### src/hdl/uartRegPkg.sv
package uartRegPkg;

	////////////////////
	// host register map
	localparam int regAddrLen = 2;

	localparam logic [regAddrLen-1:0] regData   = 2'd0;	// wr pushes tx, rd pops rx
	localparam logic [regAddrLen-1:0] regStatus = 2'd1;	// rd clears sticky flags
	localparam logic [regAddrLen-1:0] regDivLo  = 2'd2;
	localparam logic [regAddrLen-1:0] regDivHi  = 2'd3;

	// baud divisor, tick every divisor+1 clocks
	localparam int divLen = 16;
	localparam logic [divLen-1:0] divReset = 16'd3;

	////////////////////
	// host bus, single-cycle strobe
	typedef struct packed {
		logic strobe;
		logic write;
		logic [regAddrLen-1:0] addr;
		logic [7:0] wdata;
	} busReq_t;

	typedef struct packed {
		logic rdValid;	// one cycle after a read strobe
		logic [7:0] rdata;
	} busRsp_t;

	// status byte, first field is bit 7
	typedef struct packed {
		logic [1:0] rsvd;
		logic overrun;
		logic frameErr;
		logic txFull;
		logic txEmpty;
		logic rxFull;
		logic rxEmpty;
	} status_t;

endpackage

### src/hdl/uartFramePkg.sv
package uartFramePkg;

	////////////////////
	// serial frame, 8N1
	localparam int dataBits = 8;
	localparam int oversample = 16;	// ticks per bit

	////////////////////
	// fifo geometry
	localparam int fifoDepth = 16;
	localparam int fifoAddrLen = 4;	// depth is a power of two, pointers just wrap

	// received byte plus its own framing result
	typedef struct packed {
		logic [dataBits-1:0] data;
		logic frameErr;	// stop bit sampled low
	} rxEntry_t;

endpackage

### src/hdl/baudTickGen.sv
`timescale 1ns/10ps

module baudTickGen import uartRegPkg::*;
(
	input  logic clk,
	input  logic reset,
	input  logic [divLen-1:0] divisor,
	input  logic restart,
	output logic sTick
);

	logic [divLen-1:0] cntReg;	// counts down to zero

	always_ff @(posedge clk or posedge reset)
	begin
		if (reset)
		begin
			cntReg <= divReset;
			sTick <= 1'b0;
		end
		else if (restart)
		begin
			cntReg <= divisor;	// new divisor, fresh period
			sTick <= 1'b0;
		end
		else if (cntReg == '0)
		begin
			cntReg <= divisor;	// reload and strobe
			sTick <= 1'b1;
		end
		else
		begin
			cntReg <= cntReg - 1'b1;
			sTick <= 1'b0;
		end
	end

	// divisor 0 is the one case with a tick on every clock
	assert property (@(posedge clk) disable iff (reset)
		sTick && (divisor != '0) |=> !sTick);

endmodule

### src/hdl/uartRec.sv
`timescale 1ns/10ps

module uartRec import uartFramePkg::*;
(
	input  logic clk,
	input  logic reset,
	input  logic sTick,
	input  logic rx,
	output logic rxDoneTick,
	output rxEntry_t rxEntry
);

	typedef enum logic [1:0] {idle, start, data, stop} state_t;

	state_t stateReg;
	state_t stateNext;
	logic [$clog2(oversample)-1:0] sReg;	// tick counter within a bit
	logic [$clog2(oversample)-1:0] sNext;
	logic [$clog2(dataBits)-1:0] nReg;	// data bit index
	logic [$clog2(dataBits)-1:0] nNext;
	logic [dataBits-1:0] bReg;	// shift register, lsb first
	logic [dataBits-1:0] bNext;
	logic rxMeta;
	logic rxSync;
	logic rxPrev;	// for falling edge detect

	always_ff @(posedge clk or posedge reset)
	begin
		if (reset)
		begin
			stateReg <= idle;
			sReg <= '0;
			nReg <= '0;
			rxMeta <= 1'b1;	// line idles high
			rxSync <= 1'b1;
			rxPrev <= 1'b1;
		end
		else
		begin
			stateReg <= stateNext;
			sReg <= sNext;
			nReg <= nNext;
			rxMeta <= rx;	// two-flop sync, rx is async
			rxSync <= rxMeta;
			rxPrev <= rxSync;
		end
	end

	always_ff @(posedge clk)
		bReg <= bNext;

	////////////////////
	// next state logic
	always_comb
	begin
		stateNext = stateReg;
		sNext = sReg;
		nNext = nReg;
		bNext = bReg;
		rxDoneTick = 1'b0;
		case (stateReg)
			idle:
				// edge, not level, so a low stop bit does not restart a frame
				if (rxPrev && !rxSync)
				begin
					stateNext = start;
					sNext = '0;
				end
			start:
				if (sTick)
				begin
					if (sReg == oversample/2 - 1)	// middle of start bit
					begin
						stateNext = rxSync ? idle : data;	// high here is a glitch
						sNext = '0;
						nNext = '0;
					end
					else
						sNext = sReg + 1'b1;
				end
			data:
				if (sTick)
				begin
					if (sReg == oversample - 1)	// middle of next data bit
					begin
						sNext = '0;
						bNext = {rxSync, bReg[dataBits-1:1]};
						if (nReg == dataBits - 1)
							stateNext = stop;
						else
							nNext = nReg + 1'b1;
					end
					else
						sNext = sReg + 1'b1;
				end
			stop:
				if (sTick)
				begin
					if (sReg == oversample - 1)	// middle of stop bit
					begin
						stateNext = idle;
						rxDoneTick = 1'b1;
					end
					else
						sNext = sReg + 1'b1;
				end
		endcase
	end

	// frameErr only meaningful beside rxDoneTick
	assign rxEntry = '{data: bReg, frameErr: !rxSync};

	assert property (@(posedge clk) disable iff (reset)
		rxDoneTick |-> (stateReg == stop) && sTick);

	// stop only after the eighth data bit
	assert property (@(posedge clk) disable iff (reset)
		(stateReg == stop) |-> (nReg == dataBits - 1));

endmodule

### src/hdl/uartTrans.sv
`timescale 1ns/10ps

module uartTrans import uartFramePkg::*;
(
	input  logic clk,
	input  logic reset,
	input  logic sTick,
	input  logic fifoEmpty,
	input  logic [dataBits-1:0] fifoHead,
	output logic pop,
	output logic tx
);

	typedef enum logic [1:0] {idle, start, data, stop} state_t;

	state_t stateReg;
	state_t stateNext;
	logic [$clog2(oversample)-1:0] sReg;
	logic [$clog2(oversample)-1:0] sNext;
	logic [$clog2(dataBits)-1:0] nReg;
	logic [$clog2(dataBits)-1:0] nNext;
	logic [dataBits-1:0] bReg;	// byte being shifted out
	logic [dataBits-1:0] bNext;
	logic txReg;	// registered, glitch free line
	logic txNext;

	always_ff @(posedge clk or posedge reset)
	begin
		if (reset)
		begin
			stateReg <= idle;
			sReg <= '0;
			nReg <= '0;
			txReg <= 1'b1;
		end
		else
		begin
			stateReg <= stateNext;
			sReg <= sNext;
			nReg <= nNext;
			txReg <= txNext;
		end
	end

	always_ff @(posedge clk)
		bReg <= bNext;

	always_comb
	begin
		stateNext = stateReg;
		sNext = sReg;
		nNext = nReg;
		bNext = bReg;
		txNext = txReg;
		pop = 1'b0;
		case (stateReg)
			idle:
				if (!fifoEmpty)
				begin
					pop = 1'b1;	// take head, show-ahead fifo
					bNext = fifoHead;
					stateNext = start;
					sNext = '0;
				end
			start:
				if (sTick)
				begin
					if (txReg)
						txNext = 1'b0;	// first tick opens start bit
					else if (sReg == oversample - 1)
					begin
						stateNext = data;
						sNext = '0;
						nNext = '0;
						txNext = bReg[0];
					end
					else
						sNext = sReg + 1'b1;
				end
			data:
				if (sTick)
				begin
					if (sReg == oversample - 1)
					begin
						sNext = '0;
						if (nReg == dataBits - 1)
						begin
							stateNext = stop;
							txNext = 1'b1;	// one stop bit
						end
						else
						begin
							nNext = nReg + 1'b1;
							bNext = {1'b0, bReg[dataBits-1:1]};
							txNext = bReg[1];
						end
					end
					else
						sNext = sReg + 1'b1;
				end
			stop:
				if (sTick)
				begin
					if (sReg == oversample - 1)
						stateNext = idle;
					else
						sNext = sReg + 1'b1;
				end
		endcase
	end

	assign tx = txReg;

	// empty flag comes from the fifo
	assert property (@(posedge clk) disable iff (reset) pop |-> !fifoEmpty);

endmodule

### src/hdl/byteFifo.sv
`timescale 1ns/10ps

module byteFifo import uartFramePkg::*;
#(
	parameter type payload_t = logic [7:0]
)
(
	input  logic clk,
	input  logic reset,
	input  logic push,
	input  payload_t pushData,
	input  logic pop,
	output payload_t head,
	output logic empty,
	output logic full
);

	payload_t mem [fifoDepth];
	logic [fifoAddrLen-1:0] wrPtr;
	logic [fifoAddrLen-1:0] rdPtr;
	logic [fifoAddrLen:0] count;	// one extra bit for full
	logic doPush;
	logic doPop;

	assign doPush = push && !full;	// dropped when full
	assign doPop = pop && !empty;	// ignored when empty

	always_ff @(posedge clk)
	begin
		if (doPush)
			mem[wrPtr] <= pushData;
	end

	always_ff @(posedge clk or posedge reset)
	begin
		if (reset)
		begin
			wrPtr <= '0;
			rdPtr <= '0;
			count <= '0;
		end
		else
		begin
			if (doPush)
				wrPtr <= wrPtr + 1'b1;	// wraps at depth
			if (doPop)
				rdPtr <= rdPtr + 1'b1;
			case ({doPush, doPop})
				2'b10: count <= count + 1'b1;
				2'b01: count <= count - 1'b1;
				default: count <= count;	// none, or both at once
			endcase
		end
	end

	assign head = mem[rdPtr];	// show-ahead
	assign empty = (count == '0);
	assign full = (count == fifoDepth);

	assert property (@(posedge clk) disable iff (reset) count <= fifoDepth);

endmodule

### src/hdl/uartCtrlRegs.sv
`timescale 1ns/10ps

module uartCtrlRegs import uartRegPkg::*, uartFramePkg::*;
(
	input  logic clk,
	input  logic reset,
	input  busReq_t hostReq,
	output busRsp_t hostRsp,
	output logic [divLen-1:0] divisor,
	output logic divRestart,
	output logic txPush,
	output logic [dataBits-1:0] txData,
	input  logic txEmpty,
	input  logic txFull,
	input  logic rxDoneTick,
	input  rxEntry_t rxEntry,
	output logic rxPush,
	output logic rxPop,
	input  rxEntry_t rxHead,
	input  logic rxEmpty,
	input  logic rxFull
);

	logic wrHit;
	logic rdHit;
	logic frameErrSticky;
	logic overrunSticky;
	logic rdValidReg;
	logic [7:0] rdataReg;
	logic [7:0] rdataNext;
	status_t status;

	assign wrHit = hostReq.strobe && hostReq.write;
	assign rdHit = hostReq.strobe && !hostReq.write;

	////////////////////
	// fifo steering
	assign txPush = wrHit && (hostReq.addr == regData);	// fifo drops it if full
	assign txData = hostReq.wdata;
	assign rxPop = rdHit && (hostReq.addr == regData) && !rxEmpty;
	assign rxPush = rxDoneTick && !rxFull;

	assign status = '{rsvd: 2'b00, overrun: overrunSticky, frameErr: frameErrSticky,
		txFull: txFull, txEmpty: txEmpty, rxFull: rxFull, rxEmpty: rxEmpty};

	always_comb
	begin
		case (hostReq.addr)
			regData: rdataNext = rxEmpty ? 8'h00 : rxHead.data;	// empty reads 0
			regStatus: rdataNext = status;
			regDivLo: rdataNext = divisor[7:0];
			default: rdataNext = divisor[divLen-1:8];
		endcase
	end

	////////////////////
	// divisor, sticky flags, read handshake
	always_ff @(posedge clk or posedge reset)
	begin
		if (reset)
		begin
			divisor <= divReset;
			divRestart <= 1'b0;
			frameErrSticky <= 1'b0;
			overrunSticky <= 1'b0;
			rdValidReg <= 1'b0;
		end
		else
		begin
			rdValidReg <= rdHit;
			// one cycle late, so the counter reloads the new value
			divRestart <= wrHit && (hostReq.addr == regDivLo || hostReq.addr == regDivHi);
			if (wrHit && hostReq.addr == regDivLo)
				divisor[7:0] <= hostReq.wdata;
			if (wrHit && hostReq.addr == regDivHi)
				divisor[divLen-1:8] <= hostReq.wdata;
			if (rdHit && hostReq.addr == regStatus)
			begin
				frameErrSticky <= 1'b0;	// read to clear
				overrunSticky <= 1'b0;
			end
			if (rxDoneTick && rxEntry.frameErr)
				frameErrSticky <= 1'b1;	// set wins over clear
			if (rxDoneTick && rxFull)
				overrunSticky <= 1'b1;	// byte lost
		end
	end

	always_ff @(posedge clk)
	begin
		if (rdHit)
			rdataReg <= rdataNext;
	end

	assign hostRsp = '{rdValid: rdValidReg, rdata: rdataReg};

endmodule

### src/hdl/uartTop.sv
`timescale 1ns/10ps

module uartTop import uartRegPkg::*, uartFramePkg::*;
(
	input  logic clk,
	input  logic reset,
	input  busReq_t hostReq,
	output busRsp_t hostRsp,
	input  logic rx,
	output logic tx
);

	logic sTick;
	logic [divLen-1:0] divisor;
	logic divRestart;
	logic rxDoneTick;
	rxEntry_t rxEntry;
	logic txPush;
	logic [dataBits-1:0] txData;
	logic txPop;
	logic [dataBits-1:0] txHead;
	logic txEmpty;
	logic txFull;
	logic rxPush;
	logic rxPop;
	rxEntry_t rxHead;
	logic rxEmpty;
	logic rxFull;

	baudTickGen baudGen (.clk, .reset, .divisor, .restart(divRestart), .sTick);

	uartRec receiver (.clk, .reset, .sTick, .rx, .rxDoneTick, .rxEntry);

	uartTrans transmitter (.clk, .reset, .sTick, .fifoEmpty(txEmpty), .fifoHead(txHead),
		.pop(txPop), .tx);

	////////////////////
	// one fifo per direction
	byteFifo #(.payload_t(logic [dataBits-1:0])) txFifo (.clk, .reset, .push(txPush),
		.pushData(txData), .pop(txPop), .head(txHead), .empty(txEmpty), .full(txFull));

	byteFifo #(.payload_t(rxEntry_t)) rxFifo (.clk, .reset, .push(rxPush),
		.pushData(rxEntry), .pop(rxPop), .head(rxHead), .empty(rxEmpty), .full(rxFull));

	uartCtrlRegs ctrlRegs (.clk, .reset, .hostReq, .hostRsp, .divisor, .divRestart,
		.txPush, .txData, .txEmpty, .txFull, .rxDoneTick, .rxEntry, .rxPush, .rxPop,
		.rxHead, .rxEmpty, .rxFull);

endmodule

### config.mk
export PLATFORM = sky130hd
export DESIGN_NAME = uartTop
export DESIGN_NICKNAME = d
export VERILOG_FILES = /design/src/hdl/uartRegPkg.sv /design/src/hdl/uartFramePkg.sv /design/src/hdl/baudTickGen.sv /design/src/hdl/uartRec.sv /design/src/hdl/uartTrans.sv /design/src/hdl/byteFifo.sv /design/src/hdl/uartCtrlRegs.sv /design/src/hdl/uartTop.sv
export SDC_FILE = /design/constraint.sdc
export NUM_CORES = 1
export LEC_CHECK = 0
export BUFFER_PORTS_ARGS = -buffer_cell sky130_fd_sc_hd__buf_2
export CELL_PAD_IN_SITES_DETAIL_PLACEMENT = 2
export CELL_PAD_IN_SITES_GLOBAL_PLACEMENT = 2
export CORE_ASPECT_RATIO = 0.75
export CORE_MARGIN = 2
export CORE_UTILIZATION = 35
export DETAILED_ROUTE_END_ITERATION = 10
export MAX_ROUTING_LAYER = met4
export PLACE_DENSITY_LB_ADDON = 0.1
export SYNTH_ARGS = -nofsm -noshare
export SYNTH_HDL_FRONTEND = slang
export SYNTH_HIERARCHICAL = 1
export SYNTH_SLANG_ARGS = --single-unit
### constraint.sdc
create_clock -name clk -period 8.3 [get_ports clk]
set_input_delay 0 -clock clk [delete_from_list [all_inputs] [get_ports clk]]
set_output_delay 0 -clock clk [all_outputs]
set_load 0.02 [all_outputs]
## Yosys cells after proc, flatten, opt, wreduce, memory -nomap -nowiden

Memories as Yosys holds them, arrays and structs flattened.
Cells that the tools add are included.

| word-level totals | value |
|---|---|
| register bits after elaboration | 109 |
| bits in writable memories | 272 |
| input bits | 15 |
| output and inout bits | 10 |
| word-level logic and storage cells | 210 |
| memories | 2 |

Memories:

| memory | depth | bits a word | rd ports | clocked after Yosys merged registers in | write ports | line | source |
|---|---|---|---|---|---|---|---|
| rxFifo.mem | 16 | 9 | 1 | 0 | 1 | byteFifo.sv:18 | `payload_t mem [fifoDepth];` |
| txFifo.mem | 16 | 8 | 1 | 0 | 1 | byteFifo.sv:18 |  |

| operators by class | value |
|---|---|
| $add $sub $neg | 13 |
| eq/ne operators | 41 |
| muxes and demuxes | 81 |
| reduce and logical (&&, ||, !) cells | 46 |

Operator list:

| cell | number |
|---|---|
| two-way mux 4 bit | 14 |
| two-way mux 8 bit | 5 |
| two-way mux 2 bit | 18 |
| two-way mux 3 bit | 11 |
| two-way mux 16 bit | 2 |
| one-hot mux 4 bit (4 select lines) | 2 |
| adder 4 x 1 -> 4 bit (second input constant) | 6 |
| inequality test 2 bit (second input constant) | 12 |
| one-hot mux 8 bit (3 select lines) | 1 |
| two-way mux 1 bit | 20 |
| one-hot mux 5 bit (2 select lines) | 2 |
| inequality test 2 x 1 -> 1 bit (second input constant) | 9 |
| logical AND 1 bit | 17 |
| == test 2 bit (second input constant) | 8 |
| logical NOT 16 bit | 1 |
| one-hot mux 2 bit (4 select lines) | 2 |
| one-hot mux 8 bit (2 select lines) | 1 |
| subtractor 16 x 1 -> 16 bit (second input constant) | 1 |
| nonzero test 2 bit | 7 |
| one-hot mux 3 bit (2 select lines) | 2 |
| AND reduction 6 bit | 2 |
| adder 5 x 1 -> 5 bit (second input constant) | 2 |
| == test 2 x 1 -> 1 bit (second input constant) | 5 |
| == test 5 bit (second input constant) | 2 |
| 16 further kinds | 29 |

## Longest topological paths before layout

Gate-level depths: netlist (run 1).

| logic depth | value |
|---|---|
| depth after elaboration | 8 |
| depth in mapped cells | 16 |
| mapped depth without buffers | 15 |

## Cells and area by module

The synthesis (run 1) kept the hierarchy.

By module, submodules not included:

| module | instances | cells each | area each (sq um) | seq. area each (sq um) |
|---|---|---|---|---|
| byteFifo at rxFifo | 1 | 362 | 6396.1 | 4649.5 |
| byteFifo at txFifo | 1 | 333 | 5836.8 | 4169.0 |
| uartCtrlRegs | 1 | 89 | 1376.3 | 743.2 |
| uartTrans | 1 | 100 | 1067.3 | 491.7 |
| baudTickGen | 1 | 89 | 980.9 | 427.9 |
| uartRec | 1 | 70 | 919.6 | 544.3 |

## Worst setup path before layout (run 1)

Ideal clock, no wire load.

| timing | value |
|---|---|
| path kind | reg2reg |
| start | register receiver.sReg[0] |
| end | register rxFifo.count[4] |
| setup time | 0.123 ns |
| arrival | 2.888 ns |
| required time | 8.177 ns |
| path slack | 5.289 ns |
| cell stages (with the launch flop) | 16 |
| buffers on the path | 1 |
| period minus slack after synthesis | 3.011 ns |
| cell sequence | dfrtp_1 ha_1 and3_1 nand2_1 nor2_1 nor2b_1 and2_1 buf_2 inv_1 ha_1 ha_1 nor2b_1 o21ai_0 a21oi_1 or3b_1 xnor2_1 |

| on the way | value |
|---|---|
| word-level cells in the longest chain between the ends | 8 |
| elaborated cells between the ends (all ways) | 10 |
| those cells by class | eq/ne: 3; mux: 4; reduce/logical: 3 |

Ends and longest elaborated chain:

| element | line | source |
|---|---|---|
| from (decl) | uartRec.sv:17 | `logic [$clog2(oversample)-1:0] sReg;` |
| from (signal assigned) | uartRec.sv:41 | `sReg <= sNext;` |
| == test 4 bit (*) | uartRec.sv:99 | `if (sReg == oversample - 1)` |
| two-way mux 1 bit (*) | uartRec.sv:99 |  |
| two-way mux 1 bit (*) | uartRec.sv:97 | `if (sTick)` |
| two-way mux 1 bit (*) | uartRec.sv:61 | `case (stateReg)` |
| net rxDoneTick | uartTop.sv:16 | `logic rxDoneTick;` |
| logical AND 1 bit (*) | uartCtrlRegs.sv:41 | `assign rxPush = rxDoneTick && !rxFull;` |
| net rxPush | uartTop.sv:24 | `logic rxPush;` |
| logical AND 1 bit (*) | byteFifo.sv:25 | `assign doPush = push && !full;` |
| == test 2 x 1 -> 1 bit or == test 2 bit (tied branches) | byteFifo.sv:48 | `case ({doPush, doPop})` |
| one-hot mux 5 bit (2 select lines) or nonzero test 2 bit (tied branches) | - |  |
| to (signal assigned) | byteFifo.sv:49 | `2'b10: count <= count + 1'b1;` |
| to (signal assigned) | byteFifo.sv:50 | `2'b01: count <= count - 1'b1;` |
| to (signal assigned) | byteFifo.sv:51 | `default: count <= count;` |
| to (decl) | byteFifo.sv:21 | `logic [fifoAddrLen:0] count;` |

Mark *: on every way through the listed nets, which the timed path passes. The rest lies on a longest branch.
A chain may end at the register's enable or synchronous reset.

## Worst setup path after layout (run 1)

Same ends and word-level chain as after synthesis.

==> results of run 1 <==
-- final timing paths --
kind / startpoint / endpoint / slack [ns]
min: rx / receiver/rxMeta / 0.11
min reg2reg: receiver/rxMeta / receiver/rxSync / 0.36
max: receiver/sReg[0] / rxFifo/count[4] / 4.64
min in group asynchronous: reset / transmitter/nReg[2] / 0.16
max reg2reg: receiver/sReg[0] / rxFifo/count[4] / 4.64
max in group asynchronous: reset / baudGen/sTick / 7.32
-- report_power, final --
group	internal, µW	switching (µW)	total, µW
sequential	2080	187	2270
combinational	375	427	802
clock	1180	727	1910
total	3640	1340	4980
-- area by class of cell --
cell class	count	area [µm²]	area share [%]
Inverter	35	131	0.729
Multi-Input combinational cell	556	4900	27.2
Tap cell	586	733	4.07
Timing Repair Buffer	46	318	1.76
Clock inverter	22	310	1.72
Sequential cell	365	10500	58.5
Clock buffer	51	1090	6.07
-- layer usage --
layer | vias up | GRT usage (%) | routed length [µm]
met5 | - | - | 0
met4 | 0 | 3.39 | 549
met3 | 40 | 2.35 | 1420
met2 | 148 | 25.7 | 17600
met1 | 4703 | 29.1 | 22400
li1 | 3941 | - | -
-- through the flow --
stage	instance area [µm²]	worst slack, ns	power [µW]	util (%)
final	18000	4.64	4980	40.2
after detailed placement	16500	4.69	3100	36.8
after global placement	16500	4.80	3080	36.8
after floorplan	16000	5.29	2860	-
after global routing	18000	4.28	5200	40.2
after CTS	18000	4.66	5040	40.2
-- cells in the final DEF (no fill, tap or decap), types with 10 or more instances in the layout --
cell type / instances
ha_1: 32
buf_2: 24
o21ai_0: 45
nand2_1: 46
mux2_2: 40
nand3_1: 16
mux2i_1: 52
a21oi_1: 42
nor2b_1: 14
clkinv_1: 10
inv_1: 34
edfxtp_1: 280
xnor2_1: 26
dlygate4sd3_1: 13
nor3_1: 11
clkbuf_16: 42
a221oi_2: 12
mux4_2: 36
nor2_1: 39
dfrtp_1: 75
a22oi_1: 17
-- sequential cells by signal, summed over array words and instances (netlist names), 2 cells and up, named ones only --
register and count:
transmitter/stateReg 2, txFifo/wrPtr 4, receiver/bReg 8, transmitter/bReg 8, transmitter/nReg 3, txFifo/rdPtr 4
baudGen/cntReg 16, rxFifo/wrPtr 4, receiver/nReg 3, transmitter/sReg 4, rxFifo/count 5, ctrlRegs/rdataReg 8
ctrlRegs/divisor 16, receiver/sReg 4, rxFifo/rdPtr 4, txFifo/mem 128, txFifo/count 5, rxFifo/mem 128
==> run summary, run 1 <==
largest net degree at the start of global routing: 52
vias per inst: 5.32
Static Leak: 0.00653 µW
final setup violating endpoints: 0
Worst Skew: 0.0250 ns
VDD IR max: 0.179 mV
CTS Buffer Depth: 3
buffers added on ports: 24
vias post-DR: 8832
CP max-delay cell: dfrtp_1
ANT nets after route: 0
postcts setup bufs: 0
Worst setup EP type: flip-flop
GPL Wtd Cong: 0.746
R2R depth: 14
mapped cell area: 16000 µm²
fin crit period: 3.66 ns
Worst-Margin Slew: 1.14 ns
Final Cycle Share: 44.1%
DRC errors left: 0
Worst setup SP type: flip-flop
Slew Limit Headroom: 23.4%
final std cells w/o fill: 1661
Sink Count: 365
# IOs: 25
FILL cells: 4309
Hold-fix buffers, CTS: 13
TritonCTS clock tree: done
vias in the first global route: 9548
crit-path max FO: 9
Clock transition at path regs: 0.06 ns
Nets: 1093
hold slack final: 0.106 ns
Die ar.: 47400 µm²
Critical Path, Cell by Cell: ha_1 -> and3_1 -> nand2_1 -> nor2_1 -> nor2b_1 -> and2_1 -> inv_1 -> ha_1 -> ha_1 -> nor2b_1 -> o21ai_0 -> a21oi_1 -> or3b_1 -> xnor2_1
Clock Latency Late Sink: 0.54 ns
PwrDens: 276 nW/µm²
Initial DRC Count: 435
Mapped Cells: 1015
initial antenna violation count: 0
Peak Freq: 273 MHz
slowest stage delay, CP: 0.38 ns
Synthesis Warnings: 6
core region area: 44800 µm²
setup TNS: 0 ns
most used cell, CP: ha_1
family with the most delay on the worst path: simple AND/OR/NAND/NOR gates
Crit. path cell count: 14
final WL: 41900 µm
Post-Place Cells: 1575
syn nets: 1064
WP buf/inv: 1
mean post-synth cell area: 15.7 µm²
area grow syn2layout: 12.9%
HPWL Detailed: 28100 µm
WP data arrival: 4.08 ns
GRT Overall Usage: 18.5%
fraction of layout cells with a size suffix above 1: 19.6%
gr ovfl total: 0
Worst Path Required: 8.72 ns
PostCTS Resize Cnt: 0
Max Cap Viol: 0
final hold violation count: 0
Hold Path Class: input port to flip-flop
first-pass GRT wire length: 63800 µm
Hold Path Depth: 2
crit path kind: flip-flop to flip-flop
clock root cell: clkbuf_16
die height: 189 µm
RSZ-0062 raised after global routing: false
routed len/inst: 25.2 µm
Final Max Tran Viols: 0
drt first pass iters: 5
TritonCTS Buffers: 40
antenna fix cells: 0
Die Wd: 251 µm
outcome: completed
H-tree Lvls: 2
Initial Util: 35.6%
Site Rows: 67
Note: power is estimated with default switching activity, not from simulation.
==> run 2, diff against run 1 <==
Clock period 8.3 ns to 3 ns, I/O delays scaled along.
==> run summary, run 2 (synthesis results as in run 1) <==
commonest non-fill, non-tap cell in the layout: edfxtp_1
final WL: 42300 µm (+0.97%)
Slew Limit Headroom: 36.1% (+13 points)
crit-path max FO: 4 (-5)
# IOs: 25 (unchanged)
Clock transition at path regs: 0.06 ns (about the same)
Finished Cell Area: 18500 µm² (+2.4%)
WP data arrival: 3.28 ns (-0.80 ns)
Top Metal Used: met4
vias in the first global route: 9718 (+1.8%)
largest net degree at the start of global routing: 41 (-21%)
Core Util, Final: 41.2% (+0.98 points)
CP max-delay cell: fa_1
ANT nets after route: 0 (unchanged)
crit path kind: flip-flop to flip-flop
drt first pass iters: 5 (unchanged)
Die Wd: 251 µm (unchanged)
Hold Path Class: input port to flip-flop
vias post-DR: 9127 (+3.3%)
Site Rows: 67 (unchanged)
first-pass GRT wire length: 64500 µm (+1.1%)
core region area: 44800 µm² (unchanged)
Combinational Power Share: 19.4% (+3.3 points)
Worst setup SP type: flip-flop
Area after DPL: 17000 µm² (+2.9%)
switching portion of total power: 28.3% (+1.4 points)
GRT Overall Usage: 18.8% (+0.30 points)
Tot Pwr: 13600 µW (+170%)
most frequent cells in the layout: 280 x edfxtp_1, 74 x dfrtp_1, 71 x buf_4, 52 x mux2i_1, 44 x nand2_1
footprint of the multi-input gates: 4930 µm² (+0.79%)
WL met2: 18100 µm (+2.9%)
H-tree Lvls: 2 (unchanged)
top flop regs: rxFifo/mem: 128 flops, txFifo/mem: 128 flops
initial antenna violation count: 1 (+1)
Sink Count: 365 (unchanged)
Final Cycle Share: 94.6% (+50 points)
FILL cells: 4342 (+0.77%)
DRC errors left: 0 (unchanged)
met3 wire length: 1780 µm (+25%)
most used cell, CP: inv_1
Hold Path Depth: 2 (unchanged)
Worst Skew: 0.0339 ns (+0.00886 ns)
setup TNS: 0 ns (unchanged)
TritonCTS clock tree: done
R2R depth: 12 (-2)
buffers added on ports: 24 (unchanged)
Static Leak: 0.00680 µW (+4.2%)
PwrDens: 734 nW/µm² (+170%)
Die ar.: 47400 µm² (unchanged)
Initial DRC Count: 657 (+51%)
Initial Util: 35.6% (unchanged)
Max Cap Viol: 0 (unchanged)
Worst setup EP type: flip-flop
Final Max Tran Viols: 0 (unchanged)
HPWL Detailed: 29200 µm (+3.7%)
outcome: completed
VDD IR max: 0.480 mV (+170%)
Clock Latency Late Sink: 0.56 ns (+0.02 ns)
detailed-routing wirelength on met1: 21700 µm (-2.9%)
Cell Int Power: 9710 µW (+170%)
power share of the clock group: 35.3% (-3.0 points)
Nets: 1160 (+6.1%)
die height: 189 µm (unchanged)
area grow syn2layout: 15.6%
routed len/inst: 24.5 µm (-2.9%)
net switching power: 3840 µW (+190%)
fraction of layout cells with a size suffix above 1: 24.5% (+4.9 points)
vias per inst: 5.28 (-0.67%)
final setup violating endpoints: 0 (unchanged)
gr ovfl total: 0 (unchanged)
TritonCTS Buffers: 40 (unchanged)
Worst-Margin Slew: 0.957 ns (-0.183 ns)
clock root cell: clkbuf_16
Worst Path Required: 3.44 ns (-5.28 ns)
hold slack final: 0.0895 ns (-0.0162 ns)
Critical Path, Cell by Cell: nor4_4 -> nand2_1 -> and2_1 -> inv_1 -> ha_2 -> inv_1 -> fa_1 -> nor2b_1 -> o21ai_1 -> nand3_1 -> or3b_1 -> xnor2_1
GPL Wtd Cong: 0.731 (-2.1%)
fin crit period: 2.84 ns (-0.823 ns)
Peak Freq: 352 MHz (+29%)
final hold violation count: 0 (unchanged)
slowest stage delay, CP: 0.47 ns (+0.09 ns)
CTS Buffer Depth: 3 (unchanged)
FF/Latch Area: 10500 µm² (about the same)
Flop pwr share: 45.3% (-0.3 points)
[run 2: cell count changes in the layout (fill, tap and decap cells not counted), sizes merged]
| cell | before | now |
|---|---|---|
| buf | 33 | 98 |
| clkbuf | 51 | 58 |
| bufinv | 8 | 2 |
| clkinv | 15 | 13 |
| dlygate4sd3 | 13 | 15 |
| diode | 0 | 1 |
[run 2: final cells by class]
cell class                      instances  share of cell area, %
Multi-Input combinational cell        556                   26.7
Timing Repair Buffer                  113                   4.67
Clock buffer                           58                   6.01
Antenna cell                            1                 0.0135
Inverter                               35                  0.711
Tap cell                              586                   3.97
Clock inverter                         14                  0.806
Sequential cell                       365                   57.1
[run 2: power groups by stage]
stage	clock network (µW)	registers, µW	logic (µW)
CTS	4940	6120	2610
detailed placement	0	6220	2580
global route	5140	6190	2880
floorplan	0	6100	1800
global placement	0	6210	2520
finish	4780	6140	2620
[run 2: worst paths after layout]
check	startpoint	end	slack [ns]
setup reg to reg	txFifo/count[1]	txFifo/count[4]	0.16
hold / removal	rx	receiver/rxMeta	0.09
hold reg to reg	receiver/rxMeta	receiver/rxSync	0.35
max in group asynchronous	reset	baudGen/sTick	2.04
setup / recovery	txFifo/count[1]	txFifo/count[4]	0.16
min in group asynchronous	reset	receiver/sReg[3]	0.16
[run 2: critical path: cells and delay by family (launching register included)]
family	cells	cell delay [ns]
compound gates	1	0.09
xor+xnor	1	0.14
fa+ha+maj	2	0.69
buf+inv	2	0.16
flops	1	0.43
simple gates	6	1.24
[run 2: per-stage QoR]
| stage | setup WS [ns] | cells |
|---|---|---|
| detailed placement | -0.0862 | 1637 |
| floorplan | 0.0163 | 1015 |
| global route | -0.0663 | 1727 |
| global placement | -0.0153 | 1637 |
| CTS | 0.00431 | 1724 |
| finish | 0.163 | 1728 |
[run 2: routing by layer]
metal / up-vias / GRT usage (%)
li1: 4079 / -
met4: 0 / 4.17
met2: 163 / 26.5
met1: 4828 / 28.5
met5: - / -
met3: 57 / 2.97
[run 2: repair_timing]
action,4_1_cts,5_1_grt
buffers inserted,0,3
hold endpoints to repair,215,0
gates resized for setup,3,16
pin swaps,0,1
endpoints found under the setup margin,1,2
hold buffers,15,0
==> run 3, diff against run 2 <==
Settings changed: SLEW_MARGIN from default to 0, SYNTH_HIERARCHICAL 1 to default.
==> run summary, run 3 <==
Initial DRC Count: 753 (+15%)
slowest stage delay, CP: 0.58 ns (+0.11 ns)
Post-synth top flop: edfxtp_1
Adder-Cell Fraction of Synth Area: 2.63%
Cell Int Power: 10600 µW (+9.2%)
Worst R2R End: txFifo.count[4]
top flop regs: rxFifo.mem: 128 flops, txFifo.mem: 128 flops
fin crit period: 2.83 ns (-0.00827 ns)
Mapped Cells: 1006 (-0.89%)
net switching power: 4910 µW (+28%)
Max Cap Viol: 0 (unchanged)
vias in the first global route: 9713 (-0.051%)
initial antenna violation count: 0 (-1)
#FFs+latches synth: 365
EDFF count, synth: 280
Worst Skew: 0.0267 ns (-0.00720 ns)
Die ar.: 46000 µm² (-2.8%)
area grow syn2layout: 16.4%
Die Wd: 247 µm (-1.4%)
Worst setup SP type: flip-flop
routed len/inst: 25.3 µm (+3.4%)
largest net degree at the start of global routing: 86 (+110%)
largest family of logic cells by synthesized area: multiplexers
final WL: 43300 µm (+2.3%)
most frequent cells in the layout: 280 x edfxtp_1, 81 x nor2_1, 74 x dfrtp_1, 58 x nand2_1, 52 x buf_4
syn nets: 1053 (-1.0%)
Slew Limit Headroom: 40.3% (+4.2 points)
Initial Util: 35.6% (about the same)
final hold violation count: 0 (unchanged)
Tot Pwr: 15500 µW (+15%)
Flop pwr share: 42.2% (-3.1 points)
crit path kind: flip-flop to flip-flop
Peak Freq: 353 MHz (+0.29%)
footprint of the multi-input gates: 4700 µm² (-4.7%)
top cells by count, synth: 280 x edfxtp_1, 81 x nor2_1, 77 x dfrtp_1
final setup violating endpoints: 0 (unchanged)
vias per inst: 5.25 (-0.59%)
outcome: completed
count leader, synth: edfxtp_1
Sink Count: 365 (unchanged)
Yosys top cell area share: 54.2%
# IOs: 25 (unchanged)
ANT nets after route: 0 (unchanged)
postcts setup bufs: 0 (unchanged)
HPWL Detailed: 29700 µm (+1.9%)
GRT Overall Usage: 19.8% (+0.92 points)
Worst setup EP type: flip-flop
core region area: 43500 µm² (-3.0%)
Site Rows: 66 (-1.5%)
ys async rst share: 23.3%
main area contributors after synthesis: edfxtp_1 54%, dfrtp_1 12%, mux4_2 6.5%, mux2i_1 2.6%, ha_1 2.5%
mux cell area share after synthesis: 11.4%
H-tree Lvls: 2 (unchanged)
Synth area leader: edfxtp_1
drt first pass iters: 5 (unchanged)
commonest non-fill, non-tap cell in the layout: edfxtp_1
CTS Buffer Depth: 3 (unchanged)
Final Cycle Share: 94.3% (-0.28 points)
TritonCTS clock tree: done
DRC errors left: 0 (unchanged)
GPL Wtd Cong: 0.748 (+2.4%)
r2r setup slk: 0.17 ns (about the same)
clock root cell: clkbuf_16
TritonCTS Buffers: 40 (unchanged)
vias post-DR: 8979 (-1.6%)
Area after DPL: 16600 µm² (-2.1%)
Worst-Margin Slew: 0.896 ns (-0.0615 ns)
Clock Latency Late Sink: 0.55 ns (about the same)
die height: 186 µm (-1.4%)
CP max-delay cell: or4_4
Clock transition at path regs: 0.06 ns (about the same)
post-synthesis compound-gate area fraction: 6.23%
switching portion of total power: 31.6% (+3.3 points)
critical path startpoint: txFifo.count[1]
Nets: 1147 (-1.1%)
WP data arrival: 3.26 ns (-0.02 ns)
mean post-synth cell area: 15.4 µm² (-2.0%)
Synthesis Warnings: 0 (-6)
Combinational Power Share: 27.0% (+7.6 points)
VDD IR max: 0.501 mV (+4.4%)
FF-to-FF Start: txFifo.count[1]
first-pass GRT wire length: 65100 µm (+1.0%)
WP buf/inv: 0 (-2)
FF/Latch Area: 10500 µm² (unchanged)
simple-gate share of the synthesized area: 7.61%
Worst Path Required: 3.43 ns (about the same)
Hold Path Class: input port to async pin
Yosys cell types: 64
buffers added on ports: 24 (unchanged)
R2R depth: 10 (-2)
fraction of layout cells with a size suffix above 1: 21.6% (-3.0 points)
sequential area share after synthesis: 68.0%
PwrDens: 860 nW/µm² (+17%)
crit-path max FO: 5 (+1)
family with the most delay on the worst path: simple AND/OR/NAND/NOR gates
Critical Path, Cell by Cell: or4_4 -> nor2_1 -> nor2_1 -> ha_2 -> fa_1 -> a21o_1 -> a21oi_1 -> xor2_1 -> nor2_1 -> xor2_1
antenna fix cells: 0 (-1)
most used cell, CP: nor2_1
Static Leak: 0.00647 µW (-4.9%)
xor/xnor cell area share of the yosys netlist: 2.15%
gr ovfl total: 0 (unchanged)
power share of the clock group: 30.8% (-4.5 points)
Final Max Tran Viols: 0 (unchanged)
FILL cells: 4195 (-3.4%)
Finished Cell Area: 18100 µm² (-2.3%)
mapped cell area: 15500 µm² (-2.9%)
run 3: cell types whose count changed in the layout (fill, tap and decap cells not counted), sizes merged, moves of 7 or more:
cell	change
nand2	+10
xor2	+9
o21ai	-8
inv	-10
mux2	-21
a221oi	-12
mux2i	-11
and3	+8
a21oi	-7
nor2	+43
buf	-18
mux4	+7
run 3: cell families (layout without fill, tap and decap cells):
kind of cell,after synthesis,after routing
AOI/OAI and AO/OA,146,146
xor gates and xnor gates,38,38
buffers and inverters,65,191
and+or+nand+nor,244,244
muxes,116,116
DFF,365,365
adders and majority gates,32,32
run 3: how the worst max path moves through the flow:
stage | endpoint | slack, ns | depth (start not counted)
floorplan | rxFifo.count[4] | 0.20 | 13
global placement | txFifo.count[4] | 0.16 | 10
detailed placement | rxFifo.count[4] | 0.11 | 13
CTS | txFifo.count[4] | 0.09 | 10
global route | rxFifo.count[4] | -0.01 | 13
finish | txFifo.count[4] | 0.17 | 10
run 3: what timing repair did:
action / in CTS / in global routing
endpoints found under the setup margin: 0 / 3
hold buffers: 15 / 0
endpoints found under the hold margin: 221 / 0
resized for setup: 0 / 7
run 3: power groups by stage:
stage               combinational [µW]  clock (µW)  sequential, µW
detailed placement                4150           0            6640
floorplan                         3030           0            6250
CTS                               4210        4940            6550
global placement                  4090           0            6620
finish                            4190        4780            6550
global route                      4610        5130            6640
run 3: tightest hold or removal path: cells and delay by family:
family	cells	cell delay [ns]
buf+inv	4	1.05
run 3: cell type report:
type,count,share of cell area [%]
multi-input cells,576,26.0
flip-flops and latches,365,58.4
clock inverters,15,0.617
inverters,22,0.471
well taps,578,4.01
clock buffers,59,6.34
repair buffers,95,4.10
run 3: per-stage QoR:
step           setup TNS, ns  setup slack, ns  util, %  cells  hold WS [ns]
2_1_floorplan              0            0.202        -   1006       0.00448
5_1_grt              -0.0123          -0.0108     41.5   1710        0.0848
6_report                   0            0.171     41.5   1710        0.0601
3_3_place_gp               0            0.160     38.2   1621         0.108
4_1_cts                    0           0.0898     41.4   1710        0.0521
3_5_place_dp               0            0.115     38.2   1621         0.109
run 3: metal layers:
layer  GRT usage (%)  up-vias  wire (µm)
met3            3.21       44       1590
met2            26.3      130      18100
met5               -        -          0
li1                -     4030          -
met4            3.64        0        586
met1            31.6     4775      23100
